[src/hdl/audio_pkg.sv]
`default_nettype none

package audio_pkg;

   ////////////////////////////////////////
   // sample format
   ////////////////////////////////////////

   // one channel, twos complement
   localparam int SAMPLE_W = 24;

   // one stereo word as it sits in the fifo
   typedef struct packed {
      logic [SAMPLE_W-1:0] left;
      logic [SAMPLE_W-1:0] right;
   } stereo_sample_t;

   ////////////////////////////////////////
   // wishbone register map
   ////////////////////////////////////////

   localparam logic [31:0] ADDR_DIP     = 32'h9000_0000;
   localparam logic [31:0] ADDR_LED     = 32'h9000_0004;
   localparam logic [31:0] ADDR_BUTTONS = 32'h9000_0008;
   localparam logic [31:0] ADDR_STATUS  = 32'h9000_000C;
   localparam logic [31:0] ADDR_LEFT    = 32'h9000_0010;
   localparam logic [31:0] ADDR_RIGHT   = 32'h9000_0014;

   // status word bit positions
   localparam int STAT_FULL_BIT = 0;
   localparam int STAT_INIT_BIT = 1;
   localparam int STAT_PEND_BIT = 2;

endpackage

`default_nettype wire
[src/hdl/sample_push_if.sv]
`timescale 1ns/1ns
`default_nettype none

// stereo word handoff, register block into fifo write side
interface sample_push_if;

   logic [audio_pkg::SAMPLE_W-1:0] left;
   logic [audio_pkg::SAMPLE_W-1:0] right;
   // one-cycle strobe, only while full is low
   logic                           push;
   logic                           full;

   modport producer (
      output left, right, push,
      input  full
   );

   modport consumer (
      input  left, right, push,
      output full
   );

endinterface

`default_nettype wire

[src/hdl/audio_peripheral_top.sv]
`timescale 1ns/1ns
`default_nettype none

module audio_peripheral_top #(
   parameter int FIFO_DEPTH  = 4,
   parameter int BCLK_DIV    = 2,
   parameter int INIT_CYCLES = 64
) (
   input  wire logic        clk,
   input  wire logic        reset,
   // wishbone slave
   input  wire logic        i_wb_stb,
   input  wire logic        i_wb_we,
   input  wire logic [31:0] i_wb_addr,
   input  wire logic [31:0] i_wb_data,
   input  wire logic [3:0]  i_wb_sel,
   output logic             o_wb_ack,
   output logic [31:0]      o_wb_data,
   // board i/o
   input  wire logic [7:0]  i_dip,
   input  wire logic [4:0]  i_buttons,
   output logic [7:0]       o_led,
   // i2s out
   output logic             o_i2s_bclk,
   output logic             o_i2s_lrclk,
   output logic             o_i2s_sdata
);

   audio_pkg::stereo_sample_t fifo_head;
   logic                      fifo_empty;
   logic                      fifo_pop;
   logic                      init_done;

   // register block to fifo
   sample_push_if push_bus ();

   ////////////////////////////////////////
   // blocks
   ////////////////////////////////////////

   wishbone_bus_logic u_bus (
      .clk         (clk),
      .reset       (reset),
      .i_wb_stb    (i_wb_stb),
      .i_wb_we     (i_wb_we),
      .i_wb_addr   (i_wb_addr),
      .i_wb_data   (i_wb_data),
      .i_wb_sel    (i_wb_sel),
      .o_wb_ack    (o_wb_ack),
      .o_wb_data   (o_wb_data),
      .i_dip       (i_dip),
      .i_buttons   (i_buttons),
      .o_led       (o_led),
      .i_init_done (init_done),
      .push_bus    (push_bus.producer)
   );

   sample_fifo #(
      .FIFO_DEPTH (FIFO_DEPTH)
   ) u_fifo (
      .clk      (clk),
      .reset    (reset),
      .push_bus (push_bus.consumer),
      .i_pop    (fifo_pop),
      .o_head   (fifo_head),
      .o_empty  (fifo_empty)
   );

   // drains the fifo one frame at a time
   i2s_transmitter #(
      .BCLK_DIV    (BCLK_DIV),
      .INIT_CYCLES (INIT_CYCLES)
   ) u_i2s (
      .clk         (clk),
      .reset       (reset),
      .i_head      (fifo_head),
      .i_empty     (fifo_empty),
      .o_pop       (fifo_pop),
      .o_init_done (init_done),
      .o_i2s_bclk  (o_i2s_bclk),
      .o_i2s_lrclk (o_i2s_lrclk),
      .o_i2s_sdata (o_i2s_sdata)
   );

endmodule

`default_nettype wire

[src/hdl/i2s_transmitter.sv]
`timescale 1ns/1ns
`default_nettype none

module i2s_transmitter #(
   parameter int BCLK_DIV    = 2,
   parameter int INIT_CYCLES = 64
) (
   input  wire logic                       clk,
   input  wire logic                       reset,
   input  wire audio_pkg::stereo_sample_t  i_head,
   input  wire logic                       i_empty,
   output logic                            o_pop,
   output logic                            o_init_done,
   output logic                            o_i2s_bclk,
   output logic                            o_i2s_lrclk,
   output logic                            o_i2s_sdata
);

   localparam int DIV_W  = (BCLK_DIV > 1) ? $clog2(BCLK_DIV) : 1;
   localparam int INIT_W = $clog2(INIT_CYCLES + 1);

   logic [DIV_W-1:0]          div_cnt;
   logic                      half_tick;
   logic                      fall_tick;
   logic [5:0]                slot;
   logic [5:0]                slot_next;
   logic                      next_bit;
   logic [INIT_W-1:0]         init_cnt;
   // frame latched at slot 0
   audio_pkg::stereo_sample_t frame;

   ////////////////////////////////////////
   // bit clock divider
   ////////////////////////////////////////

   assign half_tick = (div_cnt == DIV_W'(BCLK_DIV - 1));
   // bclk about to go low
   assign fall_tick = half_tick && o_i2s_bclk;
   assign slot_next = slot + 1'b1;

   always_ff @(posedge clk) begin
      if (reset) begin
         div_cnt    <= '0;
         o_i2s_bclk <= 1'b0;
      end else begin
         div_cnt <= half_tick ? '0 : div_cnt + 1'b1;
         if (half_tick)
            o_i2s_bclk <= ~o_i2s_bclk;
      end
   end

   ////////////////////////////////////////
   // frame serializer
   ////////////////////////////////////////

   // msb one slot after the ws edge, then 24 bits, then zeros
   always_comb begin
      int idx;
      idx      = int'(slot_next[4:0]);
      next_bit = 1'b0;
      if (idx >= 1 && idx <= audio_pkg::SAMPLE_W)
         next_bit = slot_next[5] ? frame.right[audio_pkg::SAMPLE_W - idx]
                                 : frame.left[audio_pkg::SAMPLE_W - idx];
   end

   always_ff @(posedge clk) begin
      if (reset) begin
         // first falling edge starts slot 0
         slot        <= '1;
         o_i2s_lrclk <= 1'b0;
         o_i2s_sdata <= 1'b0;
         o_pop       <= 1'b0;
         frame       <= '0;
      end else begin
         o_pop <= 1'b0;
         if (fall_tick) begin
            slot        <= slot_next;
            o_i2s_lrclk <= slot_next[5];
            o_i2s_sdata <= next_bit;
            if (slot_next == 6'd0) begin
               // take the head word, or send silence
               if (o_init_done && !i_empty) begin
                  frame <= i_head;
                  o_pop <= 1'b1;
               end else begin
                  frame <= '0;
               end
            end
         end
      end
   end

   ////////////////////////////////////////
   // power-up init timer
   ////////////////////////////////////////

   // stands in for codec configuration
   always_ff @(posedge clk) begin
      if (reset) begin
         init_cnt    <= INIT_W'(INIT_CYCLES);
         o_init_done <= 1'b0;
      end else if (init_cnt != '0) begin
         init_cnt    <= init_cnt - 1'b1;
         o_init_done <= (init_cnt == INIT_W'(1));
      end
   end

endmodule

`default_nettype wire

[src/hdl/sample_fifo.sv]
`timescale 1ns/1ns
`default_nettype none

module sample_fifo #(
   parameter int FIFO_DEPTH = 4
) (
   input  wire logic                  clk,
   input  wire logic                  reset,
   sample_push_if.consumer            push_bus,
   input  wire logic                  i_pop,
   output audio_pkg::stereo_sample_t  o_head,
   output logic                       o_empty
);

   localparam int ADDR_W = $clog2(FIFO_DEPTH);

   // entry storage
   audio_pkg::stereo_sample_t mem [FIFO_DEPTH];

   // one extra bit to tell full from empty
   logic [ADDR_W:0] wr_ptr;
   logic [ADDR_W:0] rd_ptr;
   logic            full;

   ////////////////////////////////////////
   // pointers
   ////////////////////////////////////////

   always_ff @(posedge clk) begin
      if (reset) begin
         wr_ptr <= '0;
         rd_ptr <= '0;
      end else begin
         if (push_bus.push)
            wr_ptr <= wr_ptr + 1'b1;
         if (i_pop)
            rd_ptr <= rd_ptr + 1'b1;
      end
   end

   // write side
   always_ff @(posedge clk) begin
      if (push_bus.push) begin
         mem[wr_ptr[ADDR_W-1:0]].left  <= push_bus.left;
         mem[wr_ptr[ADDR_W-1:0]].right <= push_bus.right;
      end
   end

   ////////////////////////////////////////
   // flags and head
   ////////////////////////////////////////

   // full when the index matches and the wrap bits differ
   assign full = (wr_ptr[ADDR_W] != rd_ptr[ADDR_W]) &&
                 (wr_ptr[ADDR_W-1:0] == rd_ptr[ADDR_W-1:0]);

   assign o_empty = (wr_ptr == rd_ptr);

   assign push_bus.full = full;

   // head entry shows until it is popped
   assign o_head = mem[rd_ptr[ADDR_W-1:0]];

endmodule

`default_nettype wire

[src/hdl/wishbone_bus_logic.sv]
`timescale 1ns/1ns
`default_nettype none

module wishbone_bus_logic (
   input  wire logic        clk,
   input  wire logic        reset,
   // classic single-cycle wishbone slave
   input  wire logic        i_wb_stb,
   input  wire logic        i_wb_we,
   input  wire logic [31:0] i_wb_addr,
   input  wire logic [31:0] i_wb_data,
   input  wire logic [3:0]  i_wb_sel,
   output logic             o_wb_ack,
   output logic [31:0]      o_wb_data,
   // board i/o
   input  wire logic [7:0]  i_dip,
   input  wire logic [4:0]  i_buttons,
   output logic [7:0]       o_led,
   // level from the transmitter init timer
   input  wire logic        i_init_done,
   sample_push_if.producer  push_bus
);

   localparam int SAMPLE_BYTES = audio_pkg::SAMPLE_W / 8;

   logic                           wr_en;
   logic                           rd_en;
   logic [31:0]                    rd_word;
   logic [audio_pkg::SAMPLE_W-1:0] left_q;
   logic [audio_pkg::SAMPLE_W-1:0] right_q;
   // stereo word written, not yet in the fifo
   logic                           pending;
   logic                           push;

   assign wr_en = i_wb_stb && i_wb_we;
   assign rd_en = i_wb_stb && !i_wb_we;

   ////////////////////////////////////////
   // read path
   ////////////////////////////////////////

   always_comb begin
      rd_word = '0;
      case (i_wb_addr)
         audio_pkg::ADDR_DIP:     rd_word[7:0] = i_dip;
         audio_pkg::ADDR_LED:     rd_word[7:0] = o_led;
         audio_pkg::ADDR_BUTTONS: rd_word[4:0] = i_buttons;
         audio_pkg::ADDR_STATUS: begin
            rd_word[audio_pkg::STAT_FULL_BIT] = push_bus.full;
            rd_word[audio_pkg::STAT_INIT_BIT] = i_init_done;
            rd_word[audio_pkg::STAT_PEND_BIT] = pending;
         end
         // left/right are write-only, rest unmapped
         default:                 rd_word = '0;
      endcase
   end

   // data lines up with ack, zero on write cycles
   always_ff @(posedge clk) begin
      o_wb_data <= rd_en ? rd_word : 32'h0;
   end

   // ack one clock after every strobe, bus never stalls
   always_ff @(posedge clk) begin
      if (reset) begin
         o_wb_ack <= 1'b0;
      end else begin
         o_wb_ack <= i_wb_stb;
      end
   end

   ////////////////////////////////////////
   // write path
   ////////////////////////////////////////

   always_ff @(posedge clk) begin
      if (reset) begin
         o_led <= 8'h00;
      end else if (wr_en && (i_wb_addr == audio_pkg::ADDR_LED) && i_wb_sel[0]) begin
         o_led <= i_wb_data[7:0];
      end
   end

   // sample registers, byte lanes 0..2 only
   always_ff @(posedge clk) begin
      for (int b = 0; b < SAMPLE_BYTES; b++) begin
         if (wr_en && i_wb_sel[b]) begin
            if (i_wb_addr == audio_pkg::ADDR_LEFT)
               left_q[8*b +: 8] <= i_wb_data[8*b +: 8];
            if (i_wb_addr == audio_pkg::ADDR_RIGHT)
               right_q[8*b +: 8] <= i_wb_data[8*b +: 8];
         end
      end
   end

   ////////////////////////////////////////
   // pending word and fifo push
   ////////////////////////////////////////

   // push as soon as the fifo has room
   assign push = pending && !push_bus.full;

   always_ff @(posedge clk) begin
      if (reset) begin
         pending <= 1'b0;
      end else if (wr_en && (i_wb_addr == audio_pkg::ADDR_RIGHT) && (|i_wb_sel)) begin
         // a new right write wins over a push in the same cycle
         pending <= 1'b1;
      end else if (push) begin
         pending <= 1'b0;
      end
   end

   // registers hold until the push edge, so the fifo takes the old word
   assign push_bus.left  = left_q;
   assign push_bus.right = right_q;
   assign push_bus.push  = push;

endmodule

`default_nettype wire

[config.mk]
export PLATFORM = sky130hd
export DESIGN_NAME = audio_peripheral_top
export DESIGN_NICKNAME = d
export VERILOG_FILES = /design/src/hdl/audio_pkg.sv /design/src/hdl/sample_push_if.sv /design/src/hdl/audio_peripheral_top.sv /design/src/hdl/i2s_transmitter.sv /design/src/hdl/sample_fifo.sv /design/src/hdl/wishbone_bus_logic.sv
export SDC_FILE = /design/constraint.sdc
export NUM_CORES = 1
export LEC_CHECK = 0
export ABC_AREA = 1
export BUFFER_PORTS_ARGS = -buffer_cell sky130_fd_sc_hd__buf_2
export CAP_MARGIN = 15
export CORE_MARGIN = 4
export CORE_UTILIZATION = 45
export CTS_BUF_LIST = sky130_fd_sc_hd__clkbuf_2 sky130_fd_sc_hd__clkbuf_4 sky130_fd_sc_hd__clkbuf_8
export DETAILED_ROUTE_END_ITERATION = 6
export PLACE_DENSITY_LB_ADDON = 0.1
export SETUP_SLACK_MARGIN = 0.05
export SLEW_MARGIN = 10
export SYNTH_ARGS = -nofsm -noshare
export SYNTH_HDL_FRONTEND = slang
export SYNTH_SLANG_ARGS = --single-unit
[constraint.sdc]
create_clock -name clk -period 7.5 [get_ports clk]
set_input_delay 0.375 -clock clk [delete_from_list [all_inputs] [get_ports clk]]
set_output_delay 0.375 -clock clk [all_outputs]
set_load 0.02 [all_outputs]
== Word-level counts from Yosys, hierarchy flattened ==
Memories as Yosys holds them, arrays and structs flattened. A register that Yosys moved wholly into a read port is not among the register bits.
Cells that the tools add are included.
Word-level totals
  memories kept: 1
  register bits after elaboration: 139
  input port bits: 85
  output and inout bits: 44
  memory bits (writable): 192
Memories
  u_fifo.mem: words 4, bits a word 48, read ports 1, clocked after memory_dff 1, write ports 1, line sample_fifo.sv:18  | audio_pkg::stereo_sample_t mem [FIFO_DEPTH];
Operators by class
  $lt $le $gt $ge: 3
  $add $sub $neg: 6
  multiplexer cells: 19
  equal/unequal tests: 10
  bitwise logic cells: 3
  reductions and logical operators: 30
Operators with widths (number)
  32-bit == test, second input constant: 6
  48-bit two-way mux: 1
  32-bit by 7-bit less-than comparator with 1-bit output, second input constant: 1
  1-bit logical AND: 14
  2-bit AND reduction: 7
  3-bit one-hot mux with 4 select lines: 1
  1-bit two-way mux: 11
  1-bit binary-select mux with 5-bit select: 2
  7-bit by 1-bit == test with 1-bit output, second input constant: 1
  7-bit nonzero test: 1
  7-bit by 1-bit subtractor with 7-bit output, second input constant: 1
  3-bit by 1-bit adder with 3-bit output, second input constant: 2
  6-bit by 1-bit adder with 6-bit output, second input constant: 1
  6-bit zero test: 1
  2-bit one-hot mux with 3 select lines: 1
  3-bit one-hot mux with 2 select lines: 1
  5-bit by 5-bit subtractor with 6-bit output, first input constant: 1
  5-bit by 1-bit greater-or-equal comparator with 1-bit output, second input constant: 1
  5-bit less-or-equal comparator, second input constant: 1
  2-bit two-way mux: 2
  4-bit OR reduction: 1
  3-bit == test: 1
  1-bit zero test: 3
  1-bit inverter: 3
  6 further kinds: 6

== Longest topological paths before layout ==
Gate-level depths: netlist of run 1.
  depth in word-level cells: 7
  mapped depth: 17
  mapped depth without buffers: 15

== Hierarchy ==
A second synthesis of run 1 with hierarchy kept.
Second synthesis, totals
  cells, all modules: 1377
  area, all modules: 14069.7 sq um
By module, submodules not included
  sample_fifo: times used 1, cells each 613, area an instance 7952.6 sq um
  i2s_transmitter: times used 1, cells each 465, area an instance 3186.8 sq um
  wishbone_bus_logic: times used 1, cells each 299, area an instance 2930.3 sq um

== Least setup slack after synthesis of run 1 ==
OpenSTA, ideal clock, no wires.
  kind: register to register
  from: register u_fifo.wr_ptr[1]
  to: register u_fifo.wr_ptr[2]
  arrival time: 3.181 ns
  buffers on the path: 0
  cell stages (with the launch flop): 7
  path slack: 4.236 ns
  clock period less this slack: 3.264 ns
  cell sequence: dfxtp_1 > xnor2_1 > nand3_1 > nand2_1 > nor2_1 > o21ai_0 > a21oi_1
Between the ends
  word-level cells in the longest chain between the ends: 4
  elaborated cells between the ends (all ways): 5
  those cells by class: add/sub (1); eq/ne (1); reduce/logical (3)
RTL lines
  start, declared: line sample_fifo.sv:21  | logic [ADDR_W:0] wr_ptr;
  start signal, assigned: line sample_fifo.sv:35  | wr_ptr <= wr_ptr + 1'b1;
  branches (longest 4 deep; another with 3-bit by 1-bit adder with 3-bit output)
Several ways; the timed one is not identified.
A chain may end at the register's enable or synchronous reset.

== Worst setup path after layout of run 1 ==
  from: register u_i2s.slot[0]
  to: register u_i2s.frame[24] in the netlist's numbering
Between the ends
  word-level cells in the longest chain between the ends: 3
RTL lines
  start, declared: line i2s_transmitter.sv:25  | logic [5:0] slot;
  start signal, assigned: line i2s_transmitter.sv:77  | slot <= slot_next;
  6-bit by 1-bit adder with 6-bit output: line i2s_transmitter.sv:39  | assign slot_next = slot + 1'b1;
  6-bit zero test: line i2s_transmitter.sv:80  | if (slot_next == 6'd0) begin
  2-bit AND reduction (no line)
  end signal, assigned: line i2s_transmitter.sv:83  | frame <= i_head;
  end, declared: line i2s_transmitter.sv:30  | audio_pkg::stereo_sample_t frame;
Every way passes these cells.

==> results of run 1 <==
cells by family after synthesis:
group                      count (synthesis)
other                                      1
and+or+nand+nor                          473
adders and majority gates                  9
buffers and inverters                    143
AOI/OAI and AO/OA                        231
DFF                                      333
xor gates and xnor gates                   7
synth_stat cells (all sizes together):
cell type / instances / area [µm²]
xor2: 2 / 17.52
a21oi: 33 / 165.2
o2111ai: 1 / 8.760
nor3: 14 / 97.59
clkbuf: 36 / 135.1
a211oi: 5 / 37.54
nand3b: 4 / 30.03
conb: 1 / 3.750
inv: 62 / 232.7
nand4: 7 / 43.79
nand2: 192 / 758.2
xnor2: 5 / 43.79
o211ai: 1 / 7.510
nor2: 189 / 745.7
nor3b: 1 / 7.510
buf: 43 / 307.8
nand3: 64 / 320.3
o22ai: 48 / 300.3
o21ai: 143 / 715.7
dfxtp: 93 / 1862
or2: 2 / 12.51
ha: 9 / 112.6
edfxtp: 240 / 7207
clkinv: 2 / 7.510
worst max-delay path: stages, from the launching register on:
cell and delay [ns]:
dfxtp_1 0.31, buf_4 0.34, ha_1 0.26, nand2_1 0.10, nor2_1 0.15, xor2_1 0.15
inv_1 0.08, nand2_1 0.09, nor2_2 0.06, nand2_4 0.39, nand2_1 0.57, o21ai_0 0.33
metal layers:
| metal | share of wire | vias up | global-route usage | wire (µm) |
|---|---|---|---|---|
| li1 | - | 4369 | - | - |
| met1 | 0.46 | 4314 | 0.2622 | 13950 |
| met2 | 0.48 | 182 | 0.3022 | 14570 |
| met3 | 0.041 | 45 | 0.03248 | 1241 |
| met4 | 0.019 | 0 | 0.05395 | 562 |
| met5 | 0 | - | 0 | 0 |
cells in the final DEF (no fill, tap or decap), types with 6 or more instances in the layout:
| cell | instances |
|---|---|
| conb_1 | 24 |
| dfxtp_1 | 92 |
| ha_1 | 9 |
| dlygate4sd3_1 | 18 |
| nand3_1 | 64 |
| clkbuf_8 | 58 |
| a21oi_1 | 33 |
| nor3_1 | 11 |
| clkbuf_4 | 23 |
| nor2_4 | 6 |
| edfxtp_1 | 240 |
| inv_1 | 56 |
| nor2_1 | 179 |
| o21ai_0 | 128 |
| clkinv_1 | 10 |
| o22ai_1 | 48 |
| nand2_1 | 185 |
| buf_4 | 14 |
| buf_2 | 96 |
| clkinv_2 | 10 |
| nand4_1 | 7 |
| o21ai_1 | 15 |
worst max-delay path by stage:
stage	end	slack, ns	cells after the start
final	u_i2s.frame[24]	4.56	11
after global routing	u_i2s.frame[29]	4.27	11
after CTS	u_i2s.frame[24]	4.58	11
after detailed placement	u_i2s.frame[24]	4.60	11
after global placement	u_i2s.frame[34]	4.69	11
after floorplan	u_fifo.wr_ptr[2]	4.24	6
final cells by class:
class / count / share of cell area
flip-flops and latches: 333 / 0.5972
multi-input cells: 744 / 0.2335
clock buffers: 81 / 0.06393
repair buffers: 128 / 0.05042
well taps: 384 / 0.03163
inverters: 64 / 0.01590
clock inverters: 19 / 0.007414
power by group through the flow:
stage,Clock (mW),Combinational (mW),Sequential [mW]
after global placement,0,0.189,2.03
final,1.55,0.199,1.99
after CTS,1.59,0.199,1.99
after floorplan,0,0.147,2.02
after detailed placement,0,0.192,2.03
after global routing,1.67,0.230,1.99
metrics by stage:
stage	std cells	area, µm²	util	worst slack, ns	hold slack, ns
4_1_cts	1752	15180	0.5274	4.577	0.003744
5_1_grt	1753	15190	0.5277	4.273	0.006443
2_1_floorplan	1220	13270	-	4.236	0.4098
3_3_place_gp	1635	13920	0.4838	4.691	0.4195
3_5_place_dp	1635	13920	0.4838	4.597	0.4233
6_report	1753	15190	0.5277	4.564	0.03217
state kept, by name, summed over array words and instances, names as in the netlist, named ones only:
signal                count
u_i2s.div_cnt             1
u_fifo.rd_ptr             3
u_i2s.o_pop               1
u_bus.push_bus.right     24
u_i2s.slot                6
u_i2s.o_i2s_sdata         1
u_fifo.mem              192
u_bus.push_bus.left      24
u_i2s.o_i2s_lrclk         1
u_i2s.o_i2s_bclk          1
u_bus.o_wb_ack            1
u_i2s.init_cnt            7
u_bus.o_wb_data           8
u_bus.o_led               8
u_i2s.o_init_done         1
u_i2s.frame              48
u_fifo.wr_ptr             3
u_bus.pending             1
timing repair:
item,CTS,global route
endpoints found under the setup margin,0,0
endpoints found under the hold margin,33,2
hold buffers,17,1
==> results by group, run 1 <==
Status
  – Outcome: complete, no violations

Power
  – Combinational share of power: 0.053
  – Peak VDD IR: 0.1401 mV
  – Leakage power: 5.867 nW
  – Clock power share: 0.414
  – Switching power total: 827.1 µW
  – Power Dens Cells: 245.9 nW/µm²
  – Sw Share: 0.2215
  – Sequential power share: 0.533
  – Tot Pwr: 3.734 mW
  – Internal power: 2.907 mW

Timing
  – Peak Freq: 340.6 MHz
  – Setup violations, final: 0
  – Final-report max-slew violation count: 0
  – Final hold violations: 0
  – Worst rel slew slack: 0.3613
  – Setup Skew: 0.01614 ns
  – Total negative slack: 0 ns
  – Tmin final: 2.936 ns
  – Worst slew pin tran: 0.9580 ns
  – RSZ-0062 raised after global routing: false
  – Period utilization: 0.3915

Clocking
  – Clk buf depth: 3
  – H-tree levels: 2
  – Worst-skew pair later-pin latency: 0.57 ns
  – Num CTS Buffers: 54
  – CTS tree: done
  – Clock net sink count: 333
  – PostCTS Resize Cnt: 0
  – Worst-path clk slew: 0.06 ns
  – Number of post-CTS setup repair buffers: 0
  – Clock root cell: clkbuf_8

Die
  – DIE WIDTH: 179.1 µm
  – I/O pin total: 129
  – Row count: 62
  – Core area: 28780 µm²
  – Die Ht: 179.1 µm
  – Initial Util: 0.4580
  – Die area: 32090 µm²

Setup path
  – Crit end category: flop
  – Crit path kind: flop to flop
  – CP Launch Point: u_i2s.slot[0]
  – R2R cell count: 11
  – Critical Path RT: 7.98 ns
  – Crit Reg-Reg Endpoint: u_i2s.frame[24]
  – Critical path peak fanout: 41
  – Crit start category: flop
  – Worst reg2reg startpoint: u_i2s.slot[0]
  – CP Data Arrival Time: 3.42 ns
  – R2r setup slk: 4.56 ns

Cells and area
  – N_diodes: 0
  – Sequential cell area: 9070 µm²
  – Layout area overhead: 15.24%
  – Multi-input gate area: 3547 µm²
  – Fin nets: 1419
  – Fill count: 2602
  – Layout cells sized above 1: 0.1687

Routing
  – Vias per cell: 5.083
  – First drt pass iteration count: 5
  – Post-route antenna net violation count: 0
  – Routed WL per cell: 17.30 µm
  – Violation count after the first detailed-route iteration: 606
  – WL final: 30320 µm
  – Vias: 8910
  – Drc violations: 0

Yosys
  – Post-synthesis register bit count: 333
  – Xor/xnor cell area share of the yosys netlist: 0.004652
  – Mapped Cells: 1197
  – Synth Area in Adders: 0.008544
  – Mux cell area share after synthesis: 0
  – Netlist Area Pre-Place: 13180 µm²
  – Combinational family with the most area after synthesis: simple AND/OR/NAND/NOR gates
  – Yosys warning total: 0
  – Post-Synth Simple-Gate Area: 0.1529
  – Seq/Total Area, Yosys: 0.6881
  – Post-synth cell types: 36
  – Mean Syn Cell Area: 11.01 µm²
  – Post-synthesis compound-gate area fraction: 0.09370

Global routing
  – Grt total ovfl: 0
  – Vias in the first global route: 8512
  – Tot GR Track Use: 0.1872
  – First-pass GRT wire length: 46610 µm
  – Largest net degree at the start of global routing: 61
  – Initial antenna violation count: 0

Flow run
  – Max Cap Viol: 0

Placement
  – DPL Wire Length: 17870 µm
  – Number of port buffers: 96
  – Final Wtd Congestion: 0.8230

Min path
  – Hold Path Class: primary input to flop
  – Worst hold path startpoint: i_wb_data[17]
  – Hold Crit Depth: 1
  – Worst Hold End: u_bus.push_bus.left[17]
Power figures use the tool's default switching activity.
==> run 2, diff against run 1 <==
Clock period 7.5 ns to 2.4 ns, I/O delays scaled along.
==> run 2 against run 1 <==
Clock power increased to 3.3 times the previous value. Highest routed layer unchanged. Critical path type unchanged. Wire length increased by 0.72%. Sequential share of layout area decreased by 2.8 points. Sequential cell count unchanged. Critical path depth increased by 4. Non-clock buffer count increased by 58. Largest power group unchanged. Worst setup slack got worse by 4.3 ns.
==> results by group, run 2 (synthesized netlist as in run 1, its figures left out) <==
Status
  – Outcome: complete, no violations (unchanged)

Clocking
  – H-tree levels: 2 (unchanged)
  – Clk buf depth: 3 (unchanged)
  – Worst-path clk slew: 0.06 ns (about the same)
  – Clock net sink count: 333 (unchanged)
  – Num CTS Buffers: 56 (was 54)
  – CTS tree: done (unchanged)
  – Worst-skew pair later-pin latency: 0.57 ns (about the same)
  – Clock root cell: clkbuf_8 (unchanged)

Setup path
  – Critical Path RT: 2.86 ns (was 7.98 ns)
  – Most frequent CP cell: nand2_1 (unchanged)
  – Worst reg2reg startpoint: u_i2s.slot[1] (was u_i2s.slot[0])
  – Crit Reg-Reg Endpoint: u_i2s.o_i2s_sdata (was u_i2s.frame[24])
  – CP delay by family, top: simple AND/OR/NAND/NOR gates (unchanged)
  – Critical-path top delay cell: dfxtp_1 (was nand2_1)
  – Critical path cell sequence: inv_1 -> ha_1 -> buf_4 -> nand2_4 -> nand2_2 -> inv_2 -> nand2_1 -> nand2_1 -> nand2_1 -> nand3_1 -> nand3_1 -> nand2_1 -> nand2_1 -> nand2_1 -> a21oi_1 (was buf_4 -> ha_1 -> nand2_1 -> nor2_1 -> xor2_1 -> inv_1 -> nand2_1 -> nor2_2 -> nand2_4 -> nand2_1 -> o21ai_0)
  – R2r setup slk: 0.26 ns (was 4.56 ns)
  – Crit path kind: flop to flop (unchanged)
  – Crit end category: flop (unchanged)
  – Critical path peak fanout: 12 (was 41)
  – R2R cell count: 15 (was 11)
  – Crit start category: flop (unchanged)
  – Crit path largest cell delay: 0.45 ns (was 0.57 ns)
  – WP buf/inv: 3 (was 2)
  – Critical path depth in cells: 15 (was 11)
  – CP Data Arrival Time: 2.60 ns (was 3.42 ns)

Timing
  – Peak Freq: 467.8 MHz (was 340.6 MHz)
  – Tmin final: 2.137 ns (was 2.936 ns)
  – Final-report max-slew violation count: 0 (unchanged)
  – Final hold violations: 0 (unchanged)
  – Setup Skew: 0.01326 ns (was 0.01614 ns)
  – RSZ-0062 raised after global routing: false (unchanged)
  – Final WS setup: 0.2625 ns (was 4.564 ns)
  – Fin Hold WS: 0.1311 ns (was 0.03217 ns)
  – Setup violations, final: 0 (unchanged)
  – Period utilization: 0.8906 (was 0.3915)

Global routing
  – Vias in the first global route: 8694 (was 8512)
  – First-pass GRT wire length: 47290 µm (was 46610 µm)
  – Initial antenna violation count: 0 (unchanged)
  – Largest net degree at the start of global routing: 62 (was 61)
  – Tot GR Track Use: 0.1880 (was 0.1872)
  – Grt total ovfl: 0 (unchanged)

Cells and area
  – Most common cell after layout, fill and taps aside: edfxtp_1 (unchanged)
  – N_diodes: 0 (unchanged)
  – Final Instance Area: 15940 µm² (was 15190 µm²)
  – Fin nets: 1479 (was 1419)
  – Sequential cell area: 9070 µm² (unchanged)
  – Number of flip-flops in the largest register: 192 (unchanged)
  – Layout area overhead: 20.92% (was 15.24%)
  – Multi-input gate area: 3547 µm² (unchanged)
  – Most frequent cells in the layout: edfxtp_1 (240), nand2_1 (184), nor2_1 (180) (was edfxtp_1 (240), nand2_1 (185), nor2_1 (179))
  – Layout cells sized above 1: 0.1802 (was 0.1687)
  – Post-Layout Cell Count: 1816 (was 1753)
  – Fill count: 2507 (was 2602)

Power
  – Clock power share: 0.426 (was 0.414)
  – Switching power total: 2.630 mW (was 827.1 µW)
  – Internal power: 9.344 mW (was 2.907 mW)
  – Sw Share: 0.2196 (was 0.2215)
  – Power Dens Cells: 751.3 nW/µm² (was 245.9 nW/µm²)
  – Peak VDD IR: 0.7320 mV (was 0.1401 mV)
  – Sequential power share: 0.519 (was 0.533)
  – Combinational share of power: 0.055 (was 0.053)
  – Leakage power: 6.212 nW (was 5.867 nW)

Die
  – Die Ht: 179.1 µm (unchanged)
  – Initial Util: 0.4580 (unchanged)
  – I/O pin total: 129 (unchanged)
  – Core area: 28780 µm² (unchanged)
  – Die area: 32090 µm² (unchanged)
  – Row count: 62 (unchanged)
  – DIE WIDTH: 179.1 µm (unchanged)

Placement
  – Placed insts: 1654 (was 1635)
  – Pre-CTS WS: 0.1236 ns (was 4.597 ns)
  – Dpl cell area: 14190 µm² (was 13920 µm²)
  – Number of port buffers: 96 (unchanged)
  – DPL Wire Length: 18640 µm (was 17870 µm)
  – Final Wtd Congestion: 0.7862 (was 0.8230)

Routing
  – Routed WL per cell: 16.82 µm (was 17.30 µm)
  – Post-route antenna net violation count: 0 (unchanged)
  – WL final: 30540 µm (was 30320 µm)
  – Vias per cell: 5.019 (was 5.083)
  – Drc violations: 0 (unchanged)
  – Vias: 9114 (was 8910)
  – Violation count after the first detailed-route iteration: 601 (was 606)
  – First drt pass iteration count: 5 (unchanged)

Min path
  – Worst hold path startpoint: i_wb_addr[2] (was i_wb_data[17])
  – Hold Path Class: primary input to flop (unchanged)
  – Worst Hold End: u_bus.o_wb_data[3] (was u_bus.push_bus.left[17])
  – Hold Crit Depth: 6 (was 1)

Flow run
  – Max Cap Viol: 0 (unchanged)
-- run 2: changes by cell type in the layout (fill, tap and decap cells not counted), moves of 2 or more --
cell	change
dlygate4sd3_1	+35
buf_4	+12
buf_12	+11
clkbuf_4	-6
clkbuf_8	+6
clkinv_2	+2
-- run 2: worst min-delay path: stages --
cell	delay, ns
buf_2	0.09
nor2_1	0.11
nand2_4	0.12
a21oi_1	0.10
nand2_1	0.07
inv_1	0.03
-- run 2: what timing repair did --
action,CTS,global route
resized for setup,0,1
hold endpoints to repair,67,0
buffers inserted,0,4
hold buffers,53,0
setup endpoints to repair,0,23
-- run 2: layer usage --
| metal | vias to the layer above | global-route usage | wire length [µm] |
|---|---|---|---|
| met5 | - | 0 | 0 |
| met4 | 0 | 0.04951 | 508 |
| met3 | 50 | 0.02973 | 1333 |
| met2 | 219 | 0.3016 | 14710 |
| met1 | 4350 | 0.2690 | 13990 |
| li1 | 4495 | - | - |
-- run 2: cell type report --
| cell class | count | share of cell area |
|---|---|---|
| flip-flops and latches | 333 | 0.5691 |
| repair buffers | 186 | 0.08950 |
| inverters | 64 | 0.01507 |
| well taps | 384 | 0.03015 |
| clock inverters | 24 | 0.01036 |
| clock buffers | 81 | 0.06328 |
| multi-input cells | 744 | 0.2226 |
-- run 2: worst max path at each step --
stage,from,endpoint,slack (ns)
6_report,u_i2s.slot[1],u_i2s.o_i2s_sdata,0.26
5_1_grt,u_i2s.slot[1],u_i2s.o_i2s_sdata,0.08
4_1_cts,u_i2s.slot[1],u_i2s.frame[29],0.10
3_5_place_dp,u_i2s.slot[1],u_i2s.frame[29],0.12
3_3_place_gp,u_i2s.slot[1],u_i2s.frame[34],0.12
2_1_floorplan,u_fifo.wr_ptr[1],u_fifo.mem[0][0],-0.08
-- run 2: metrics by stage --
step	utilization	power, mW	TNS (ns)
final	0.5538	11.97	0
after global routing	0.5538	12.47	0
after CTS	0.5522	12.11	0
after detailed placement	0.4930	6.940	0
after global placement	0.4930	6.931	0
after floorplan	-	6.787	-11.72
-- run 2: power groups by stage --
stage	logic, mW	registers (mW)	clock network [mW]
CTS	0.655	6.21	5.24
floorplan	0.460	6.33	0
finish	0.653	6.21	5.11
detailed placement	0.607	6.33	0
global route	0.744	6.22	5.50
global placement	0.598	6.33	0
